<file path="src/source/execCore_defs.svh">
`ifndef EXECCORE_DEFS_SVH
`define EXECCORE_DEFS_SVH

// Architectural register count.
`define REG_COUNT 16

// Datapath width in bits.
`define DATA_WIDTH 32

// Data memory size in words.
`define DMEM_WORDS 64

`endif

</file>
<file path="src/source/execCorePkg.sv">
`include "execCore_defs.svh"

package execCorePkg;

	localparam int regBits = $clog2(`REG_COUNT);

	// ARM data-processing encodings, pass-B in a spare slot.
	typedef enum logic [3:0] {
		aluAnd   = 4'b0000,
		aluEor   = 4'b0001,
		aluSub   = 4'b0010,
		aluAdd   = 4'b0100,
		aluOrr   = 4'b1100,
		aluMov   = 4'b1101,
		aluPassB = 4'b1110,
		aluMvn   = 4'b1111
	} aluOpT;

	typedef enum logic [3:0] {
		condEq, condNe, condCs, condCc, condMi, condPl, condVs, condVc,
		condHi, condLs, condGe, condLt, condGt, condLe, condAl
	} condT;

	typedef enum logic [1:0] {
		fwdReg = 2'b00,
		fwdMem = 2'b01,
		fwdWb  = 2'b10
	} fwdSelT;

	typedef struct packed {
		logic n;
		logic z;
		logic c;
		logic v;
	} flagsT;

	typedef struct packed {
		logic [regBits-1:0] ra;
		logic [regBits-1:0] rb;
		logic [regBits-1:0] rd;
		logic [`DATA_WIDTH-1:0] imm;
		aluOpT aluOp;
		condT cond;
		logic useImm;
		logic regWrite;
		logic memToReg;
		logic memWrite;
		logic flagWrite;
		logic branch;
	} issueT;

	typedef struct packed {
		logic [`DATA_WIDTH-1:0] a;
		logic [`DATA_WIDTH-1:0] b;
		logic [regBits-1:0] ra;
		logic [regBits-1:0] rb;
		logic [regBits-1:0] rd;
		logic [`DATA_WIDTH-1:0] imm;
		aluOpT aluOp;
		condT cond;
		logic useImm;
		logic regWrite;
		logic memToReg;
		logic memWrite;
		logic flagWrite;
		logic branch;
	} exeT;

	typedef struct packed {
		logic [`DATA_WIDTH-1:0] result;
		logic [`DATA_WIDTH-1:0] storeData;
		logic [regBits-1:0] rd;
		logic regWrite;
		logic memToReg;
		logic memWrite;
		logic branch;
	} memT;

	typedef struct packed {
		logic [`DATA_WIDTH-1:0] value;
		logic [regBits-1:0] rd;
		logic regWrite;
	} wbT;

endpackage

</file>
<file path="src/source/regReadStage.sv">
`timescale 1ns/1ps
`include "execCore_defs.svh"

module regReadStage (
	input  logic                Clk,
	input  logic                rstN,
	input  logic                issueValid,
	input  execCorePkg::issueT  issue,
	input  execCorePkg::wbT     wb,
	input  logic                wbValid,
	output logic                exeValid,
	output execCorePkg::exeT    exe
);

	logic [`DATA_WIDTH-1:0] regFile [`REG_COUNT];
	logic wrEn;
	logic [`DATA_WIDTH-1:0] opA;
	logic [`DATA_WIDTH-1:0] opB;

	assign wrEn = wbValid && wb.regWrite;

	// Same-cycle writeback is visible to the read.
	assign opA = (wrEn && wb.rd == issue.ra) ? wb.value : regFile[issue.ra];
	assign opB = (wrEn && wb.rd == issue.rb) ? wb.value : regFile[issue.rb];

	always_ff @(posedge Clk or negedge rstN) begin
		if (!rstN) begin
			for (int i = 0; i < `REG_COUNT; i++) begin
				regFile[i] <= '0;
			end
		end else if (wrEn) begin
			regFile[wb.rd] <= wb.value;
		end
	end

	always_ff @(posedge Clk or negedge rstN) begin
		if (!rstN) begin
			exeValid <= 1'b0;
		end else begin
			exeValid <= issueValid;
		end
	end

	always_ff @(posedge Clk) begin
		exe.a         <= opA;
		exe.b         <= opB;
		exe.ra        <= issue.ra;
		exe.rb        <= issue.rb;
		exe.rd        <= issue.rd;
		exe.imm       <= issue.imm;
		exe.aluOp     <= issue.aluOp;
		exe.cond      <= issue.cond;
		exe.useImm    <= issue.useImm;
		exe.regWrite  <= issue.regWrite;
		exe.memToReg  <= issue.memToReg;
		exe.memWrite  <= issue.memWrite;
		exe.flagWrite <= issue.flagWrite;
		exe.branch    <= issue.branch;
	end

endmodule

</file>
<file path="config.mk">
export PLATFORM = sky130hd
export DESIGN_NAME = regReadStage
export DESIGN_NICKNAME = d
export VERILOG_FILES = /design/src/source/execCorePkg.sv /design/src/source/regReadStage.sv
export VERILOG_INCLUDE_DIRS = /design/src /design/src/source
export SDC_FILE = /design/constraint.sdc
export NUM_CORES = 1
export LEC_CHECK = 0
export ABC_AREA = 1
export BUFFER_PORTS_ARGS = -buffer_cell sky130_fd_sc_hd__buf_4
export CORE_ASPECT_RATIO = 1.2
export CORE_UTILIZATION = 45
export CTS_CLUSTER_SIZE = 20
export DETAILED_ROUTE_END_ITERATION = 10
export PLACE_DENSITY = 0.73
export SLEW_MARGIN = 10
export SYNTH_ARGS = -nofsm -noshare
export SYNTH_HDL_FRONTEND = slang
export SYNTH_SLANG_ARGS = --single-unit
</file>
<file path="constraint.sdc">
create_clock -name Clk -period 2.05 [get_ports Clk]
set_clock_uncertainty 0.05 [all_clocks]
set_input_delay 0.5125 -clock Clk [delete_from_list [all_inputs] [get_ports Clk]]
set_output_delay 0.5125 -clock Clk [all_outputs]
set_load 0.05 [all_outputs]
</file>
After elaboration in Yosys (flattened, before gate mapping)
Index checks and enable logic that the tools add are counted.
{"block": "word_totals", "ff_bits": 635, "elab_cells": 55, "out_inout_bits": 123, "in_bits": 99}
{"block": "op_classes", "n_mux": 11, "eq_ne": 2, "n_reduce_logical": 4, "n_lt_le_gt_ge": 4, "bitwise": 3}
{"operator": "512-bit bitwise mux", "n": 1}
{"operator": "32-bit binary-select mux with 4-bit select", "n": 2}
{"operator": "32-bit two-way mux", "n": 7}
{"operator": "32-bit demux with 4-bit select", "n": 1}
{"operator": "5-bit greater-or-equal comparator, second input constant", "n": 3}
{"operator": "4-bit inverter with 5-bit output", "n": 3}
{"operator": "4-bit equality test", "n": 2}
{"operator": "5-bit by 1-bit < comparator with 1-bit output, second input constant", "n": 1}
{"operator": "1-bit logical AND", "n": 4}

Logic depth before layout (Yosys ltp)
{"block": "depth", "word_depth": 6, "depth_mapped": 12, "mapped_depth_nobuf": 9}

Worst setup path after synthesis
Ideal clock, no wire load.
{"block": "synth_timing", "kind": "input to register", "startpoint": "input port wb[4] in the netlist's numbering", "endpoint": "register exe[100] in the netlist's numbering", "t_required_ns": 1.887, "path_slack_ns": 0.280, "setup_time_ns": 0.113, "arrival_ns": 1.607, "n_path_buf": 2, "stages": 8, "cell_sequence": "buf_4 inv_1 o21ai_0 a21oi_1 nand3_1 clkbuf_1 nand2_1 nand2_1"}
{"block": "synth_via", "elab_chain_len": 3}
{"item": "from (decl)", "line": "regReadStage.sv:9", "source": "input execCorePkg::wbT wb,"}
{"item": "4-bit equality test", "line": "regReadStage.sv:23", "source": "assign opA = (wrEn && wb.rd == issue.ra) ? wb.value : regFile[issue.ra];"}
{"item": "1-bit logical AND", "line": "regReadStage.sv:23"}
{"item": "32-bit two-way mux", "line": "regReadStage.sv:23"}
{"item": "named net opA[10]", "line": "regReadStage.sv:17", "source": "logic [`DATA_WIDTH-1:0] opA;"}
{"item": "to (decl)", "line": "regReadStage.sv:12", "source": "output execCorePkg::exeT exe"}
The timed path passes the listed nets, and every way through them passes these cells.
A chain may end at the register's enable or synchronous reset.

Final worst setup path
{"block": "layout_timing", "startpoint": "register exe[109] in the netlist's numbering", "endpoint": "output port exe[109] in the netlist's numbering"}
No word-level cell between the ends.

==> metrics <==
outcome finished, final reports clean; setup TNS 0 ps; maxcap violations 0; crit end category primary output; Mean Syn Cell Area 7.09 sq um; reg-to-reg endpoint exe[60]$_DFF_P_; Tcrit/Tclk final 88.1%; Leak roughly 18 nW; number of buffers created by CTS 69; number of fill cells in the layout 6367; Synth top area share 40.9%; first-pass GRT wire length 172 mm; FF-to-FF Start regFile[194]$_DFFE_PN0P_; reg2reg path depth 8; Critical Path Max Stage Delay 400 ps; Bufs on Longest Clock Path 3; detailed placer's ending HPWL 63.7 mm; top cells by area, synth dfrtp_1 41%, nand2_1 24%, nand3_1 12%, o21ai_0 8.1%, dfxtp_1 7.8%; detailed-router iteration count before antenna repair 7; layout cell share with drive strength beyond 1 between 10 and 15%; GPL Wtd Cong 0.874; IO buf count 221; initial DRC count 4381; data arrival time of the worst path 1240 ps; antenna-violating nets left 0; number of global-route vias before repair 30299; fin util 55.1%; Max Clock Freq approximately 0.55 GHz; die width around 240 um; routed len/inst 20.2 um; Critical Path Fanout Max 1; Cell variety after synth 22; Final Max Slew Viols 0; RSZ-0062 raised after global routing false; PwrDens 962 mW/mm^2; initial antenna violation count 3; min-delay worst type input port to register; Max rail drop VDD between 600 and 700 uV; CTS tree yes; CP delay by family, top flip-flops; R2R setup slack 810 ps; sequential share of the synthesized area 48.7%; number of synthesized flops with an enable pin 0; FP Rows 105; final setup fails 0; worst hold stages 3; crit path launch type register; worst path required time 1490 ps; Worst Path Buf+Inv 1; clock sinks 635; Mapped Area 0.0314 sq mm; Synth async-reset ratio 80.8%; Die Footprint a little over 0.07 sq mm; worst skew pair latency between 600 and 700 ps; die span in y around 290 um; H-tree Lvls 3; Crit-path slowest cell dfxtp_1; critical path start-end classification register to primary output; Min-Delay Startpoint wb[22]; core box area 0.0687 sq mm; hold path endpoint exe[75]$_DFF_P_; largest net degree at the start of global routing around 100; syn_nets 4524; post-synth top area cell dfrtp_1; min Tclk post-route 1810 ps; critical-path cell list buf_4; total track usage between 30% and 40%; fin nets 4646; IO Pins 222; post_cts resized 0; Final Hold Viols 0; synth-to-layout area growth 20.6%; worst slew pin tran between 600 and 700 ps; Vias 31751; total gr overflow 0; Yosys reg bits 635; Syn. warnings 0; Synth Instances between 4000 and 5000; DR vias/cell approximately 5.8; commonest cells in the netlist 2017 x nand2_1, 776 x nand3_1, 513 x dfrtp_1; Final Power roughly 0.036 W; Top FF cell, synth dfrtp_1; Initial Util 45.7%; CTS Root Buffer Type clkbuf_16; Clock transition at path regs 60 ps; slew margin rel. just under 60%; drt drc 0; WL final 111 mm; top-count cell post-synth nand2_1
==> power breakdown <==
part | switching, W | leakage [nW] | internal, W
Combinational | 0.00467 | 9.35 | 0.00272
Sequential | 0.00163 | 7.68 | 0.0146
Clock | 0.00523 | 1.14 | 0.00752
Total | 0.0115 | 18.2 | 0.0249
==> how the worst max path moves through the flow <==
stage,endpoint,start,slack [ps],cells past startpoint
final,exe[109],exe[109]$_DFF_P_,240,1
after global routing,exe[72],exe[72]$_DFF_P_,220,1
after CTS,exe[104],exe[104]$_DFF_P_,200,1
after detailed placement,exe[103]$_DFF_P_,wbValid,80,9
after global placement,exe[105]$_DFF_P_,wbValid,130,9
after floorplan,exe[100]$_DFF_P_,wb[4],280,8
==> cells by family after synthesis <==
group | share of synthesized area (%)
compound gates | 8.27
xor+xnor | 0.0279
buf+inv | 5.30
flops | 48.7
simple gates | 37.7
==> cells in the final DEF, fill, tap and decap left out, types with 3 or more instances in the layout <==
cell / instances
buf_12: 83
buf_4: 272
clkbuf_1: 18
clkbuf_16: 75
clkbuf_8: 18
clkinv_2: 10
clkinv_4: 4
dfrtp_1: 513
dfxtp_1: 122
dlygate4sd3_1: 52
inv_1: 50
inv_2: 7
nand2_1: 2014
nand2_2: 3
nand3_1: 772
nand3_4: 10
nand4_1: 33
nor2_1: 8
o21ai_0: 505
o21ai_1: 9
==> state kept, by name (all words and copies together) (netlist names) <==
register	flops
regFile	512
exe	122
exeValid	1
==> cell type report <==
class,count,area [sq um],share of cell area [%]
multi-input cells,3367,14600,38.5
clock buffers,109,2160,5.72
inverters,63,259,0.684
clock inverters,16,150,0.397
well taps,909,1140,3.01
diodes,2,5.00,0.0132
repair buffers,411,4280,11.3
flip-flops and latches,635,15300,40.4
==> timing repair <==
item	in CTS	in global routing
hold endpoints to repair	207	0
endpoints found under the setup margin	0	0
buffers inserted	0	0
hold buffers	52	0
==> metal layers <==
layer / part of all wire [%] / track usage, % / wire length (um)
met5: 0.021 / 0 / 23
met4: 5.6 / 17.9 / 6180
met3: 11 / 6.92 / 12300
met2: 45 / 49.4 / 50400
met1: 38 / 39.0 / 42300
==> per-stage QoR <==
stage                     hold WS [ps]  area (sq um)  std cells  worst slack (ps)
after floorplan                    167         31400       4425               280
after global placement             310         35000       5333               134
final                             68.2         37800       5512               245
after global routing              72.2         37800       5511               217
after detailed placement           312         35000       5333              82.2
after CTS                         35.9         37800       5510               202
No activity file was read; power rests on OpenSTA's default activity.
