`src/source/execCore_defs.svh`:
```
`ifndef EXECCORE_DEFS_SVH
`define EXECCORE_DEFS_SVH

// Architectural register count.
`define REG_COUNT 16

// Datapath width in bits.
`define DATA_WIDTH 32

// Data memory size in words.
`define DMEM_WORDS 64

`endif

```
`src/source/execCorePkg.sv`:
```
`include "execCore_defs.svh"

package execCorePkg;

	localparam int regBits = $clog2(`REG_COUNT);

	// ARM data-processing encodings, pass-B in a spare slot.
	typedef enum logic [3:0] {
		aluAnd   = 4'b0000,
		aluEor   = 4'b0001,
		aluSub   = 4'b0010,
		aluAdd   = 4'b0100,
		aluOrr   = 4'b1100,
		aluMov   = 4'b1101,
		aluPassB = 4'b1110,
		aluMvn   = 4'b1111
	} aluOpT;

	typedef enum logic [3:0] {
		condEq, condNe, condCs, condCc, condMi, condPl, condVs, condVc,
		condHi, condLs, condGe, condLt, condGt, condLe, condAl
	} condT;

	typedef enum logic [1:0] {
		fwdReg = 2'b00,
		fwdMem = 2'b01,
		fwdWb  = 2'b10
	} fwdSelT;

	typedef struct packed {
		logic n;
		logic z;
		logic c;
		logic v;
	} flagsT;

	typedef struct packed {
		logic [regBits-1:0] ra;
		logic [regBits-1:0] rb;
		logic [regBits-1:0] rd;
		logic [`DATA_WIDTH-1:0] imm;
		aluOpT aluOp;
		condT cond;
		logic useImm;
		logic regWrite;
		logic memToReg;
		logic memWrite;
		logic flagWrite;
		logic branch;
	} issueT;

	typedef struct packed {
		logic [`DATA_WIDTH-1:0] a;
		logic [`DATA_WIDTH-1:0] b;
		logic [regBits-1:0] ra;
		logic [regBits-1:0] rb;
		logic [regBits-1:0] rd;
		logic [`DATA_WIDTH-1:0] imm;
		aluOpT aluOp;
		condT cond;
		logic useImm;
		logic regWrite;
		logic memToReg;
		logic memWrite;
		logic flagWrite;
		logic branch;
	} exeT;

	typedef struct packed {
		logic [`DATA_WIDTH-1:0] result;
		logic [`DATA_WIDTH-1:0] storeData;
		logic [regBits-1:0] rd;
		logic regWrite;
		logic memToReg;
		logic memWrite;
		logic branch;
	} memT;

	typedef struct packed {
		logic [`DATA_WIDTH-1:0] value;
		logic [regBits-1:0] rd;
		logic regWrite;
	} wbT;

endpackage

```
`src/source/forwardUnit.sv`:
```
`timescale 1ns/1ps

module forwardUnit (
	input  logic [execCorePkg::regBits-1:0] srcA,
	input  logic [execCorePkg::regBits-1:0] srcB,
	input  logic                            exeValid,
	input  logic [execCorePkg::regBits-1:0] memRd,
	input  logic                            memRegWrite,
	input  logic                            memValid,
	input  logic [execCorePkg::regBits-1:0] wbRd,
	input  logic                            wbRegWrite,
	input  logic                            wbValid,
	output execCorePkg::fwdSelT             fwdA,
	output execCorePkg::fwdSelT             fwdB
);

	logic memLive;
	logic wbLive;

	assign memLive = exeValid && memValid && memRegWrite;
	assign wbLive  = exeValid && wbValid && wbRegWrite;

	// Youngest producer wins.
	assign fwdA = (memLive && memRd == srcA) ? execCorePkg::fwdMem :
		(wbLive && wbRd == srcA) ? execCorePkg::fwdWb : execCorePkg::fwdReg;
	assign fwdB = (memLive && memRd == srcB) ? execCorePkg::fwdMem :
		(wbLive && wbRd == srcB) ? execCorePkg::fwdWb : execCorePkg::fwdReg;

endmodule

```
`src/source/alu.sv`:
```
`timescale 1ns/1ps
`include "execCore_defs.svh"

module alu (
	input  logic [`DATA_WIDTH-1:0] a,
	input  logic [`DATA_WIDTH-1:0] b,
	input  execCorePkg::aluOpT     op,
	output logic [`DATA_WIDTH-1:0] result,
	output execCorePkg::flagsT     aluFlags
);

	localparam int msb = `DATA_WIDTH - 1;

	logic [`DATA_WIDTH:0] sum;
	logic carry;
	logic overflow;

	always_comb begin
		sum      = '0;
		carry    = 1'b0;
		overflow = 1'b0;
		case (op)
			execCorePkg::aluAdd: begin
				sum      = {1'b0, a} + {1'b0, b};
				result   = sum[msb:0];
				carry    = sum[`DATA_WIDTH];
				overflow = (a[msb] == b[msb]) && (result[msb] != a[msb]);
			end
			execCorePkg::aluSub: begin
				// Carry set means no borrow.
				sum      = {1'b0, a} + {1'b0, ~b} + 1'b1;
				result   = sum[msb:0];
				carry    = sum[`DATA_WIDTH];
				overflow = (a[msb] != b[msb]) && (result[msb] != a[msb]);
			end
			execCorePkg::aluAnd:   result = a & b;
			execCorePkg::aluOrr:   result = a | b;
			execCorePkg::aluEor:   result = a ^ b;
			execCorePkg::aluMov:   result = b;
			execCorePkg::aluMvn:   result = ~b;
			execCorePkg::aluPassB: result = b;
			default:               result = '0;
		endcase
	end

	assign aluFlags.n = result[msb];
	assign aluFlags.z = (result == '0);
	assign aluFlags.c = carry;
	assign aluFlags.v = overflow;

endmodule

```
`src/source/condUnit.sv`:
```
`timescale 1ns/1ps

module condUnit (
	input  logic               Clk,
	input  logic               rstN,
	input  execCorePkg::condT  cond,
	input  execCorePkg::flagsT aluFlags,
	input  logic               flagWrite,
	input  logic               valid,
	output logic               condPass,
	output execCorePkg::flagsT flags
);

	// Evaluated against flags from before this instruction.
	always_comb begin
		case (cond)
			execCorePkg::condEq: condPass = flags.z;
			execCorePkg::condNe: condPass = !flags.z;
			execCorePkg::condCs: condPass = flags.c;
			execCorePkg::condCc: condPass = !flags.c;
			execCorePkg::condMi: condPass = flags.n;
			execCorePkg::condPl: condPass = !flags.n;
			execCorePkg::condVs: condPass = flags.v;
			execCorePkg::condVc: condPass = !flags.v;
			execCorePkg::condHi: condPass = flags.c && !flags.z;
			execCorePkg::condLs: condPass = !flags.c || flags.z;
			execCorePkg::condGe: condPass = (flags.n == flags.v);
			execCorePkg::condLt: condPass = (flags.n != flags.v);
			execCorePkg::condGt: condPass = !flags.z && (flags.n == flags.v);
			execCorePkg::condLe: condPass = flags.z || (flags.n != flags.v);
			execCorePkg::condAl: condPass = 1'b1;
			default:             condPass = 1'b0;
		endcase
	end

	always_ff @(posedge Clk or negedge rstN) begin
		if (!rstN) begin
			flags <= '0;
		end else if (valid && condPass && flagWrite) begin
			flags <= aluFlags;
		end
	end

endmodule

```
`src/source/executeStage.sv`:
```
`timescale 1ns/1ps
`include "execCore_defs.svh"

module executeStage (
	input  logic               Clk,
	input  logic               rstN,
	input  logic               exeValid,
	input  execCorePkg::exeT   exe,
	input  execCorePkg::memT   memFwd,
	input  logic               memValid,
	input  execCorePkg::wbT    wbFwd,
	input  logic               wbValid,
	output logic               memOutValid,
	output execCorePkg::memT   memOut,
	output execCorePkg::flagsT flags
);

	execCorePkg::fwdSelT fwdA;
	execCorePkg::fwdSelT fwdB;
	execCorePkg::flagsT aluFlags;
	logic [`DATA_WIDTH-1:0] opA;
	logic [`DATA_WIDTH-1:0] opB;
	logic [`DATA_WIDTH-1:0] aluB;
	logic [`DATA_WIDTH-1:0] aluResult;
	logic condPass;

	forwardUnit fwd (
		.srcA(exe.ra),
		.srcB(exe.rb),
		.exeValid(exeValid),
		.memRd(memFwd.rd),
		.memRegWrite(memFwd.regWrite),
		.memValid(memValid),
		.wbRd(wbFwd.rd),
		.wbRegWrite(wbFwd.regWrite),
		.wbValid(wbValid),
		.fwdA(fwdA),
		.fwdB(fwdB)
	);

	always_comb begin
		case (fwdA)
			execCorePkg::fwdMem: opA = memFwd.result;
			execCorePkg::fwdWb:  opA = wbFwd.value;
			default:             opA = exe.a;
		endcase
		case (fwdB)
			execCorePkg::fwdMem: opB = memFwd.result;
			execCorePkg::fwdWb:  opB = wbFwd.value;
			default:             opB = exe.b;
		endcase
	end

	assign aluB = exe.useImm ? exe.imm : opB;

	alu aluInst (
		.a(opA),
		.b(aluB),
		.op(exe.aluOp),
		.result(aluResult),
		.aluFlags(aluFlags)
	);

	condUnit cond (
		.Clk(Clk),
		.rstN(rstN),
		.cond(exe.cond),
		.aluFlags(aluFlags),
		.flagWrite(exe.flagWrite),
		.valid(exeValid),
		.condPass(condPass),
		.flags(flags)
	);

	always_ff @(posedge Clk or negedge rstN) begin
		if (!rstN) begin
			memOutValid <= 1'b0;
		end else begin
			memOutValid <= exeValid;
		end
	end

	// A failed condition drops every side effect.
	always_ff @(posedge Clk) begin
		memOut.result    <= aluResult;
		memOut.storeData <= opB;
		memOut.rd        <= exe.rd;
		memOut.regWrite  <= exe.regWrite && condPass;
		memOut.memToReg  <= exe.memToReg;
		memOut.memWrite  <= exe.memWrite && condPass;
		memOut.branch    <= exe.branch && condPass;
	end

endmodule

```
`config.mk`:
```
export PLATFORM = sky130hd
export DESIGN_NAME = executeStage
export DESIGN_NICKNAME = d
export VERILOG_FILES = /design/src/source/execCorePkg.sv /design/src/source/forwardUnit.sv /design/src/source/alu.sv /design/src/source/condUnit.sv /design/src/source/executeStage.sv
export VERILOG_INCLUDE_DIRS = /design/src /design/src/source
export SDC_FILE = /design/constraint.sdc
export NUM_CORES = 1
export LEC_CHECK = 0
export ABC_AREA = 1
export BUFFER_PORTS_ARGS = -buffer_cell sky130_fd_sc_hd__buf_4
export CAP_MARGIN = 25
export CORE_ASPECT_RATIO = 1.25
export CORE_MARGIN = 2
export CORE_UTILIZATION = 51
export CTS_BUF_LIST = sky130_fd_sc_hd__clkbuf_8
export DETAILED_ROUTE_END_ITERATION = 6
export PLACE_DENSITY = 0.81
export SLEW_MARGIN = 20
export SYNTH_ARGS = -nofsm -noshare
export SYNTH_HDL_FRONTEND = slang
export SYNTH_HIERARCHICAL = 1
export SYNTH_SLANG_ARGS = --single-unit
```
`constraint.sdc`:
```
create_clock -name Clk -period 1.17 [get_ports Clk]
set_input_delay 0.117 -clock Clk [delete_from_list [all_inputs] [get_ports Clk]]
set_output_delay 0.117 -clock Clk [all_outputs]
set_load 0.01 [all_outputs]
```
==> results.sh, run 1 <==
export IMPL_status="did not finish"
export IMPL_haltStage="global routing"
export IMPL_toolErrorMsg="[ERROR GRT-0232] Routing congestion too high. Check the congestion heatmap in the GUI."
export IMPL_synth_fp_nets=2418
export IMPL_yosys_warnings=6
export IMPL_yosys_register_bits=77
export IMPL_grtUsageTotal_pct=92.7
export IMPL_dp_slack_ns=-2.98
export IMPL_clock_sinks=77
export IMPL_synthTopCellsByCount="nand2_1, inv_1, nand3_1"
export IMPL_synth_area_sq_mm=0.0120
export IMPL_die_x_microns=141
export IMPL_cts_htree_levels=3
export IMPL_async_reset_ff_share_pct=6.49
export IMPL_grt_ovfl_total=1497
export IMPL_syn_inst=2070
export IMPL_yosys_area_top_type="nand2_1"
export IMPL_synth_top_flop_cell="dfxtp_1"
export IMPL_portBuffers=277
export IMPL_yosys_cell_count_top_type="nand2_1"
export IMPL_synthTopCellsByArea="nand2_1, dfxtp_1, ha_1, inv_1, nand3_1"
export IMPL_dpl_hpwl_microns=45400
export IMPL_ys_types=47
export IMPL_netlist_area_leader_share_pct=19.5
export IMPL_syn_area_per_cell_sq_um=5.78
export IMPL_grt_max_degree=26
export IMPL_rows=62
export IMPL_die_h_microns=175
export IMPL_start_util_pct=52.0
export IMPL_synth_edf_count=0
export IMPL_ioPinCount=313
export IMPL_worst_ep_kind="register input"
export IMPL_numCtsBuffers=9
export IMPL_gp_congestion=1.04
export IMPL_postGrtWorstEndpoint="cond/flags[2]$_DFFE_PN0P_/D"
export IMPL_cts_root_buf="clkbuf_8"
export IMPL_clk_path_buf_depth=2
export IMPL_yosysSeqAreaShare_pct=13.1
## cell families after synthesis
| family | share of synthesized area [%] |
|---|---|
| and+or+nand+nor | 46.3 |
| DFF | 13.1 |
| xor gates and xnor gates | 0.439 |
| AOI/OAI and AO/OA | 12.4 |
| adders and majority gates | 11.8 |
| buffers and inverters | 15.9 |
## timing repair
item                                    CTS
gates cloned                              5
endpoints found under the setup margin   75
pin swaps                               118
hold endpoints to repair                 15
hold buffers                             10
buffers inserted                         64
gates resized for setup                 420
## layer usage
layer	GRT overflow	GRT usage, %
met5	3	29.4
met4	329	107
met3	7	70.9
met2	1136	122
met1	22	81.8
## through the flow
step	std cells	cell area (sq um)	hold slack [ns]	TNS (ns)	utilization [%]
CTS	3093	20700	-0.00105	-64.16	89.9
detailed placement	3004	18300	-0.0776	-107.47	79.5
global placement	3004	18300	-0.0787	-104.95	79.5
floorplan	2070	13000	-0.179	-60.93	-
==> run 2, diff against run 1 <==
CORE_ASPECT_RATIO = unset   (was 1.25)
CORE_UTILIZATION = 40   (was 51)
CTS_BUF_LIST = unset   (was sky130_fd_sc_hd__clkbuf_8)
PLACE_DENSITY = unset   (was 0.81)
PLACE_DENSITY_LB_ADDON = 0.15   (was unset)
clock period = 1.52 ns   (was 1.17 ns; I/O delays follow)
==> run 2 against run 1 <==
The flow now finishes, with violations (negative setup slack). Synthesized cell count unchanged. Synthesized area unchanged.
==> results.sh, run 2 <==
export IMPL_combinationalPowerShare_pct=67.9
export IMPL_die_h_microns=177
export IMPL_yosys_register_bits=77
export IMPL_ant_nets=0
export IMPL_p_per_area_mw_per_mm2=643
export IMPL_rows=63
export IMPL_die_x_microns=177
export IMPL_drt_vias_per_instance=5.27
export IMPL_tritoncts="built"
export IMPL_netlist_area_leader_share_pct=19.5
export IMPL_arrival_ns=3.92
export IMPL_async_reset_ff_share_pct=6.49
export IMPL_grt_pass1_vias=16100
export IMPL_total_power_uw=14200
export IMPL_finalSetupViolCount=36
export IMPL_p_int_uw=7820
export IMPL_synthTopCellsByCount="nand2_1, inv_1, nand3_1"
export IMPL_grt_pass1_wl_microns=87000
export IMPL_post_route_period_util_pct=237
export IMPL_fill_cells=2350
export IMPL_core_area_sq_mm=0.0296
export IMPL_p_sw_share_pct=44.8
export IMPL_cpPeakStageDelay_ns=0.30
export IMPL_path_max_fanout=7
export IMPL_grt_max_degree=31
export IMPL_cts_htree_levels=3
export IMPL_regMostFlops="memOut"
export IMPL_postRouteWirelength_microns=62000
export IMPL_yosys_warnings=6
export IMPL_clk_path_buf_depth=2
export IMPL_crit_path_frequent_cell="nand2_2"
export IMPL_setup_ws_ns=-2.08
export IMPL_synthTopCellsByArea="nand2_1, dfxtp_1, ha_1, inv_1, nand3_1"
export IMPL_start_util_pct=40.5
export IMPL_clock_sinks=77
export IMPL_synth_edf_count=0
export IMPL_crit_required_ns=1.84
export IMPL_cp_end_kind="flop"
export IMPL_first_iter_violations=1315
export IMPL_syn_area_per_cell_sq_um=5.78
export IMPL_largest_reg_flops=72
export IMPL_firstDrtPassIters=6
export IMPL_fin_util_pct=74.6
export IMPL_gp_congestion=0.995
export IMPL_grt_ovfl_total=0
export IMPL_yosys_cell_count_top_type="nand2_1"
export IMPL_synth_area_sq_mm=0.0120
export IMPL_insertion_delay_ns=0.38
export IMPL_status="finished with violations"
export IMPL_tns_ns=-55.95
export IMPL_yosys_area_top_type="nand2_1"
export IMPL_ys_types=47
export IMPL_slew_viol_final=0
export IMPL_rr_startpoint="cond/flags[3]"
export IMPL_drv_cap=0
export IMPL_finalHoldViolCount=0
export IMPL_cpMaxStageDelayCell="ha_4"
export IMPL_max_slew_worst_pin_slew_ns=0.565
export IMPL_critPathLaunchType="primary input"
export IMPL_ioPinCount=313
export IMPL_violations="negative setup slack"
export IMPL_antenna_found_initial=0
export IMPL_final_cell_mix="buf_4, nand2_1, inv_1, nand2_2, nand3_2"
export IMPL_power_switching_uw=6350
export IMPL_diodes=0
export IMPL_drive_gt1_share_pct=55.6
export IMPL_grt_setup_unrepaired="true"
export IMPL_period_needed_ns=3.60
export IMPL_max_slew_margin_rel_pct=62.1
export IMPL_min_from="exe[86]"
export IMPL_top_regs="memOut x72, cond/flags x4, memOutValid x1"
export IMPL_numCtsBuffers=9
export IMPL_wl_per_cell_microns=19.2
export IMPL_fmax_mhz=278
export IMPL_portBuffers=277
export IMPL_hold_class="primary input to flop"
export IMPL_leakagePower_uw=0.0112
export IMPL_syn_to_final_growth_pct=84.2
export IMPL_synth_top_flop_cell="dfxtp_1"
export IMPL_synth_fp_nets=2418
export IMPL_crit_type="primary input to flop"
export IMPL_crit_path_start="exe[50]"
export IMPL_p_clk_share_pct=15.7
export IMPL_syn_inst=2070
export IMPL_dieArea_sq_mm=0.0313
export IMPL_nNetsFinal=3183
export IMPL_dpl_hpwl_microns=47400
export IMPL_placed_area_sq_mm=0.0182
export IMPL_finClkSkew_ns=0.00461
export IMPL_irDropWorstVdd_mv=0.595
export IMPL_cts_root_buf="clkbuf_16"
export IMPL_grtUsageTotal_pct=36.5
export IMPL_pwr_share_seq_pct=16.4
export IMPL_clkTransAtPathRegs_ns=0.07
export IMPL_yosysSeqAreaShare_pct=13.1
export IMPL_final_area_sq_mm=0.0220
export IMPL_vias=17000
export IMPL_mostFrequentLayoutCell="buf_4"
export IMPL_whs_ns=0.0788
export IMPL_drc=0
run 2: area by class of cell:
class	count	area (sq um)	area share (%)
multi-input combinational	1582	11400	51.7
sequential	77	1570	7.11
timing repair inverter	3	43.8	0.199
timing repair buffer	828	6940	31.5
inverter	334	1340	6.08
tap	390	488	2.21
clock inverter	6	47.5	0.216
clock buffer	10	229	1.04
run 2: routing by layer:
| metal | part of all wire [%] | global-route usage, % | vias to the layer above |
|---|---|---|---|
| met5 | 0 | 0 | - |
| met4 | 6.8 | 20.3 | 0 |
| met3 | 6.0 | 4.21 | 225 |
| met2 | 49 | 66.1 | 824 |
| met1 | 38 | 41.3 | 7917 |
| li1 | - | - | 8070 |
run 2: worst paths after layout:
| kind | to | slack (ns) | cells past startpoint |
|---|---|---|---|
| min in group asynchronous | cond/flags[1] | 0.11 | 2 |
| worst min-delay path | memOut[36] | 0.08 | 4 |
| worst max register to register | cond/flags[1] | 0.10 | 11 |
| worst max-delay path | cond/flags[2] | -2.08 | 32 |
| max in group asynchronous | memOutValid | 1.28 | 2 |
| worst min register to register | cond/flags[1] | 0.62 | 2 |
run 2: kinds of logic after synthesis:
logic type,Yosys count,share of synthesized area [%]
compound gates,257,12.4
xor+xnor,6,0.439
fa+ha+maj,112,11.8
buf+inv,411,15.9
flops,77,13.1
simple gates,1207,46.3
run 2: critical path: cells and delay by family:
| family | cells | cell delay [ns] |
|---|---|---|
| AND/OR/NAND/NOR | 22 | 2.35 |
| buffers and inverters | 8 | 0.84 |
| adder cells (fa/ha/maj) | 2 | 0.57 |
run 2: per-stage QoR:
step	worst slack (ns)	cells
after floorplan	-1.66	2070
after global placement	-2.82	3088
after detailed placement	-2.80	3088
after CTS	-2.00	3177
after global routing	-2.27	3230
final	-2.08	3230
run 2: repair_timing:
item	CTS	global route
setup endpoints to repair	42	36
resized for setup	190	472
setup buffers	60	69
pin swaps	103	222
hold buffers	10	0
cloned	5	2
hold endpoints to repair	14	0
run 2: power groups by stage:
stage / sequential [uW] / clock, uW / combinational, uW
after global placement: 2360 / 0 / 7330
after CTS: 2320 / 2250 / 8110
after detailed placement: 2370 / 0 / 7390
final: 2320 / 2230 / 9620
after floorplan: 2470 / 0 / 3730
after global routing: 2340 / 2320 / 10200
(Power assumes the default switching activity.)
==> run 3, diff against run 2 <==
CORE_ASPECT_RATIO = 2   (was unset)
==> run 3 against run 2 <==
The run still ends with negative setup slack left. Clock power is 13% higher. Core utilization rose by 0.19 points. Cell count fell by 0.77%. Wire length up 12%. Critical path type unchanged. Largest cell class unchanged. Largest power group unchanged.
==> results.sh, run 3 (synthesis gave the netlist of run 2 again) <==
export IMPL_status="finished with violations"
export IMPL_violations="negative setup slack"
export IMPL_cpPeakStageDelay_ns=0.31
export IMPL_grt_setup_unrepaired="true"
export IMPL_wl_per_cell_microns=21.8
export IMPL_core_area_sq_mm=0.0295
export IMPL_post_route_period_util_pct=240
export IMPL_regMostFlops="memOut"
export IMPL_syn_to_final_growth_pct=84.4
export IMPL_arrival_ns=3.98
export IMPL_crit_path_frequent_cell="nand3_2"
export IMPL_ioPinCount=313
export IMPL_first_iter_violations=1117
export IMPL_final_cell_mix="buf_4, nand2_1, inv_1, nand2_2, nor2_1"
export IMPL_cts_root_buf="clkbuf_16"
export IMPL_dieArea_sq_mm=0.0314
export IMPL_tritoncts="built"
export IMPL_crit_path_start="memFwd[7]"
export IMPL_finalHoldViolCount=0
export IMPL_crit_required_ns=1.84
export IMPL_drive_gt1_share_pct=54.6
export IMPL_nNetsFinal=3177
export IMPL_portBuffers=277
export IMPL_grt_pass1_wl_microns=96700
export IMPL_grtUsageTotal_pct=41.0
export IMPL_finalSetupViolCount=37
export IMPL_postRouteWirelength_microns=69700
export IMPL_cpMaxStageDelayCell="a21oi_4"
export IMPL_finClkSkew_ns=0.00523
export IMPL_critPathLaunchType="primary input"
export IMPL_r2r_slack_ns=0.05
export IMPL_largest_reg_flops=72
export IMPL_fin_cells=3205
export IMPL_cp_end_kind="flop"
export IMPL_crit_type="primary input to flop"
export IMPL_irDropWorstVdd_mv=0.634
export IMPL_whs_ns=0.0469
export IMPL_period_needed_ns=3.65
export IMPL_ant_nets=0
export IMPL_slew_viol_final=0
export IMPL_vias=17500
export IMPL_numCtsBuffers=9
export IMPL_clkTransAtPathRegs_ns=0.06
export IMPL_leakagePower_uw=0.0112
export IMPL_rr_startpoint="cond/flags[1]"
export IMPL_max_slew_worst_pin_slew_ns=0.447
export IMPL_rows=89
export IMPL_p_per_area_mw_per_mm2=662
export IMPL_fill_cells=2376
export IMPL_drv_cap=0
export IMPL_insertion_delay_ns=0.38
export IMPL_hold_class="primary input to flop"
export IMPL_clock_sinks=77
export IMPL_max_slew_margin_rel_pct=70.0
export IMPL_dp_slack_ns=-2.70
export IMPL_mostFrequentLayoutCell="buf_4"
export IMPL_die_x_microns=126
export IMPL_setup_ws_ns=-2.13
export IMPL_top_regs="memOut x72, cond/flags x4, memOutValid x1"
export IMPL_grt_max_degree=25
export IMPL_start_util_pct=40.6
export IMPL_dpl_hpwl_microns=54800
export IMPL_placed_area_sq_mm=0.0185
export IMPL_antenna_found_initial=7
export IMPL_die_h_microns=249
export IMPL_grt_pass1_vias=17200
export IMPL_fmax_mhz=274
export IMPL_clk_path_buf_depth=2
export IMPL_path_max_fanout=8
export IMPL_gp_congestion=1.09
export IMPL_min_from="exeValid"
export IMPL_grt_ovfl_total=0
export IMPL_drc=0
export IMPL_drt_vias_per_instance=5.45
export IMPL_final_area_sq_mm=0.0221
export IMPL_dp_cells=3088
export IMPL_cts_htree_levels=3
export IMPL_firstDrtPassIters=5
==> run 3: changes by cell type in the layout (fill, tap and decap cells not counted), sizes merged <==
cell,delta
clkinvlp,+2
buf,-6
bufinv,+2
inv,-5
diode,+7
dlygate4sd3,-1
bufbuf,+2
==> run 3: through the flow <==
stage               util [%]  total power, uW  setup TNS [ns]
floorplan                  -             6200          -41.99
global placement        62.6             9970          -81.43
detailed placement      62.6            10100          -83.76
CTS                     69.3            13300          -51.23
global route            74.8            15100          -59.71
finish                  74.8            14600          -55.76
==> run 3: critical path, delay by kind of cell <==
family	cells	cell delay [ns]
AOI/OAI and AO/OA	4	0.52
and+or+nand+nor	17	1.99
adders and majority gates	2	0.58
buffers and inverters	6	0.70
==> run 3: metal layers <==
layer | wire length [microns] | global-route usage, %
met1 | 20400 | 34.2
met5 | 0 | 0
met3 | 3610 | 6.69
met4 | 10100 | 47.7
met2 | 35600 | 74.2
==> run 3: layout make-up <==
type                            instances  area, sq um  share of cell area [%]
Sequential cell                        77         1570                    7.11
Antenna cell                            7         17.5                  0.0794
Multi-Input combinational cell       1582        11300                    51.4
Clock buffer                           10          229                    1.04
Timing Repair Buffer                  823         6990                    31.7
Clock inverter                          6         88.8                   0.403
Inverter                              334         1350                    6.11
Tap cell                              364          455                    2.06
Timing Repair inverter                  2         27.5                   0.125
==> run 3: timing repair <==
action                                 CTS  global route
setup endpoints to repair               37            43
cloned                                   4             2
pin swaps                              116           129
buffers inserted                        41            48
endpoints found under the hold margin   13             0
resized for setup                      287           318
hold buffers                             9             0
==> run 3: final timing paths <==
check	endpoint	cells after the start
min	memOutValid	2
max	cond/flags[2]	29
min reg2reg	cond/flags[0]	2
max reg2reg	cond/flags[1]	10
max in group asynchronous	cond/flags[0]	2
min in group asynchronous	cond/flags[2]	2
==> run 3: where the power goes <==
| group | switching, uW | internal, uW | leakage (uW) |
|---|---|---|---|
| sequential | 97.8 | 2240 | 0.000668 |
| combinational | 5350 | 4410 | 0.0104 |
| clock | 1070 | 1440 | 0.000149 |
==> run 4, diff against run 3 <==
SETUP_SLACK_MARGIN = 0.15   (was unset)
==> run 4 against run 3 <==
Worst setup slack better by 0.060 ns. Sequential share of layout area fell by 0.12 points. Count of clock-buffer cells in the layout unchanged. First-iteration DRC count increased by 27%. Clock power increased by 2%. Core utilization increased by 1.3 points. Flip-flop and latch count unchanged. Largest power group unchanged. The flow still finishes with violations (negative setup slack). Global-route usage up 0.12 points. Design area grew 1.8%. Maximum frequency up 1.7%.
==> results.sh, run 4 (synthesis gave the netlist of run 2 again) <==
export IMPL_cp_end_kind="flop"
export IMPL_drt_vias_per_instance=5.56
export IMPL_vias=17800
export IMPL_antenna_found_initial=3
export IMPL_status="finished with violations"
export IMPL_cts_root_buf="clkbuf_16"
export IMPL_grt_util_met3_pct=5.53
export IMPL_final_area_sq_mm=0.0225
export IMPL_slew_viol_final=0
export IMPL_leakagePower_uw=0.0113
export IMPL_min_from="exeValid"
export IMPL_cpPeakStageDelay_ns=0.38
export IMPL_postRouteWirelength_microns=72100
export IMPL_fin_util_pct=76.1
export IMPL_crit_path_frequent_cell="nand2_1"
export IMPL_insertion_delay_ns=0.38
export IMPL_drv_cap=0
export IMPL_ant_nets=0
export IMPL_clkTransAtPathRegs_ns=0.06
export IMPL_p_per_area_mw_per_mm2=665
export IMPL_largest_reg_flops=72
export IMPL_crit_required_ns=1.84
export IMPL_regMostFlops="memOut"
export IMPL_grt_util_met1_pct=33.3
export IMPL_holdPathStages=2
export IMPL_finalSetupViolCount=37
export IMPL_die_x_microns=126
export IMPL_syn_to_final_growth_pct=87.7
export IMPL_drc=0
export IMPL_dp_cells=3076
export IMPL_p_sw_share_pct=44.6
export IMPL_final_cell_mix="buf_4, nand2_1, inv_1, nand2_2"
export IMPL_path_max_fanout=7
export IMPL_firstDrtPassIters=5
export IMPL_whs_ns=0.0571
export IMPL_crit_type="primary input to flop"
export IMPL_grt_pass1_vias=17700
export IMPL_core_area_sq_mm=0.0295
export IMPL_reg2regPathDepth=11
export IMPL_busiest_layer="met2"
export IMPL_period_needed_ns=3.59
export IMPL_combinationalPowerShare_pct=67.1
export IMPL_rr_startpoint="cond/flags[0]"
export IMPL_ioPinCount=313
export IMPL_die_h_microns=249
export IMPL_finClkSkew_ns=0.00770
export IMPL_power_switching_uw=6670
export IMPL_gp_congestion=1.05
export IMPL_grt_ovfl_total=0
export IMPL_critPathLaunchType="primary input"
export IMPL_nNetsFinal=3183
export IMPL_dpl_hpwl_microns=56300
export IMPL_arrival_ns=3.91
export IMPL_grt_pass1_wl_microns=96900
export IMPL_hold_class="primary input to flop"
export IMPL_placed_area_sq_mm=0.0184
export IMPL_p_clk_share_pct=17.2
export IMPL_portBuffers=277
export IMPL_wl_per_cell_microns=22.5
export IMPL_holdPathEnd="memOutValid"
export IMPL_cpMaxStageDelayCell="ha_4"
export IMPL_r2r_slack_ns=0.02
export IMPL_r2r_end="cond/flags[3]"
export IMPL_fill_cells=2197
export IMPL_post_route_period_util_pct=236
export IMPL_cts_htree_levels=3
export IMPL_grt_setup_unrepaired="true"
export IMPL_start_util_pct=40.6
export IMPL_p_int_uw=8270
export IMPL_irDropWorstVdd_mv=0.647
export IMPL_fmax_mhz=278
export IMPL_first_iter_violations=1415
export IMPL_violations="negative setup slack"
export IMPL_tritoncts="built"
export IMPL_finalHoldViolCount=0
export IMPL_clk_path_buf_depth=2
export IMPL_numCtsBuffers=9
export IMPL_pwr_share_seq_pct=15.6
export IMPL_drive_gt1_share_pct=57.3
export IMPL_grt_max_degree=22
export IMPL_max_slew_worst_pin_slew_ns=0.759
export IMPL_met2_usage_pct=75.4
export IMPL_rows=89
export IMPL_fin_cells=3207
export IMPL_mostFrequentLayoutCell="buf_4"
export IMPL_clock_sinks=77
export IMPL_top_regs="memOut x72, cond/flags x4, memOutValid x1"
export IMPL_setup_ws_ns=-2.07
export IMPL_dieArea_sq_mm=0.0314
export IMPL_grtUsageTotal_pct=41.1
export IMPL_max_slew_margin_rel_pct=49.1
-- run 4: worst max-delay path: cells and delay by family --
family	cells	cell delay (ns)
simple gates	21	2.18
buf+inv	8	0.76
fa+ha+maj	2	0.55
compound gates	1	0.24
-- run 4: cell type report --
| cell class | count | area (sq um) | area share, % |
|---|---|---|---|
| Antenna cell | 3 | 7.51 | 0.0334 |
| Clock buffer | 10 | 239 | 1.06 |
| Clock inverter | 6 | 86.3 | 0.384 |
| Inverter | 334 | 1320 | 5.89 |
| Multi-Input combinational cell | 1582 | 11600 | 51.8 |
| Sequential cell | 77 | 1570 | 6.99 |
| Tap cell | 364 | 455 | 2.03 |
| Timing Repair Buffer | 829 | 7140 | 31.8 |
| Timing Repair inverter | 2 | 15.0 | 0.0668 |
-- run 4: worst max path at each step --
stage | start | to | slack [ns]
global placement | exe[55] | cond/flags[2] | -2.63
finish | memFwd[7] | cond/flags[2] | -2.07
detailed placement | exe[55] | cond/flags[2] | -2.64
CTS | exe[54] | cond/flags[2] | -1.99
floorplan | memFwd[6] | cond/flags[2] | -1.66
global route | memFwd[7] | cond/flags[2] | -2.35
-- run 4: power groups by stage --
stage	clock (uW)	combinational [uW]	sequential, uW
6_report	2570	10000	2340
5_1_grt	2620	10500	2360
4_1_cts	2560	8570	2330
3_5_place_dp	0	7740	2370
3_3_place_gp	0	7660	2370
2_1_floorplan	0	3730	2470
-- run 4: routing by layer --
layer,vias to the layer above,wire [microns]
met1,8184,20600
li1,8085,-
met5,-,0
met4,0,10700
met2,1064,36600
met3,501,4150
-- run 4: repair_timing --
| action | CTS | global route |
|---|---|---|
| resized for setup | 280 | 440 |
| cloned | 4 | 2 |
| endpoints found under the setup margin | 65 | 67 |
| hold endpoints to repair | 13 | 0 |
| hold buffers | 9 | 0 |
| buffers inserted | 40 | 57 |
| pin swaps | 114 | 235 |
-- run 4: metrics by stage --
stage / setup TNS (ns) / setup WS (ns) / total power, uW
6_report: -56.50 / -2.07 / 14900
4_1_cts: -54.46 / -1.99 / 13500
3_5_place_dp: -83.34 / -2.64 / 10100
3_3_place_gp: -82.26 / -2.63 / 10000
2_1_floorplan: -41.90 / -1.66 / 6200
5_1_grt: -62.13 / -2.35 / 15500
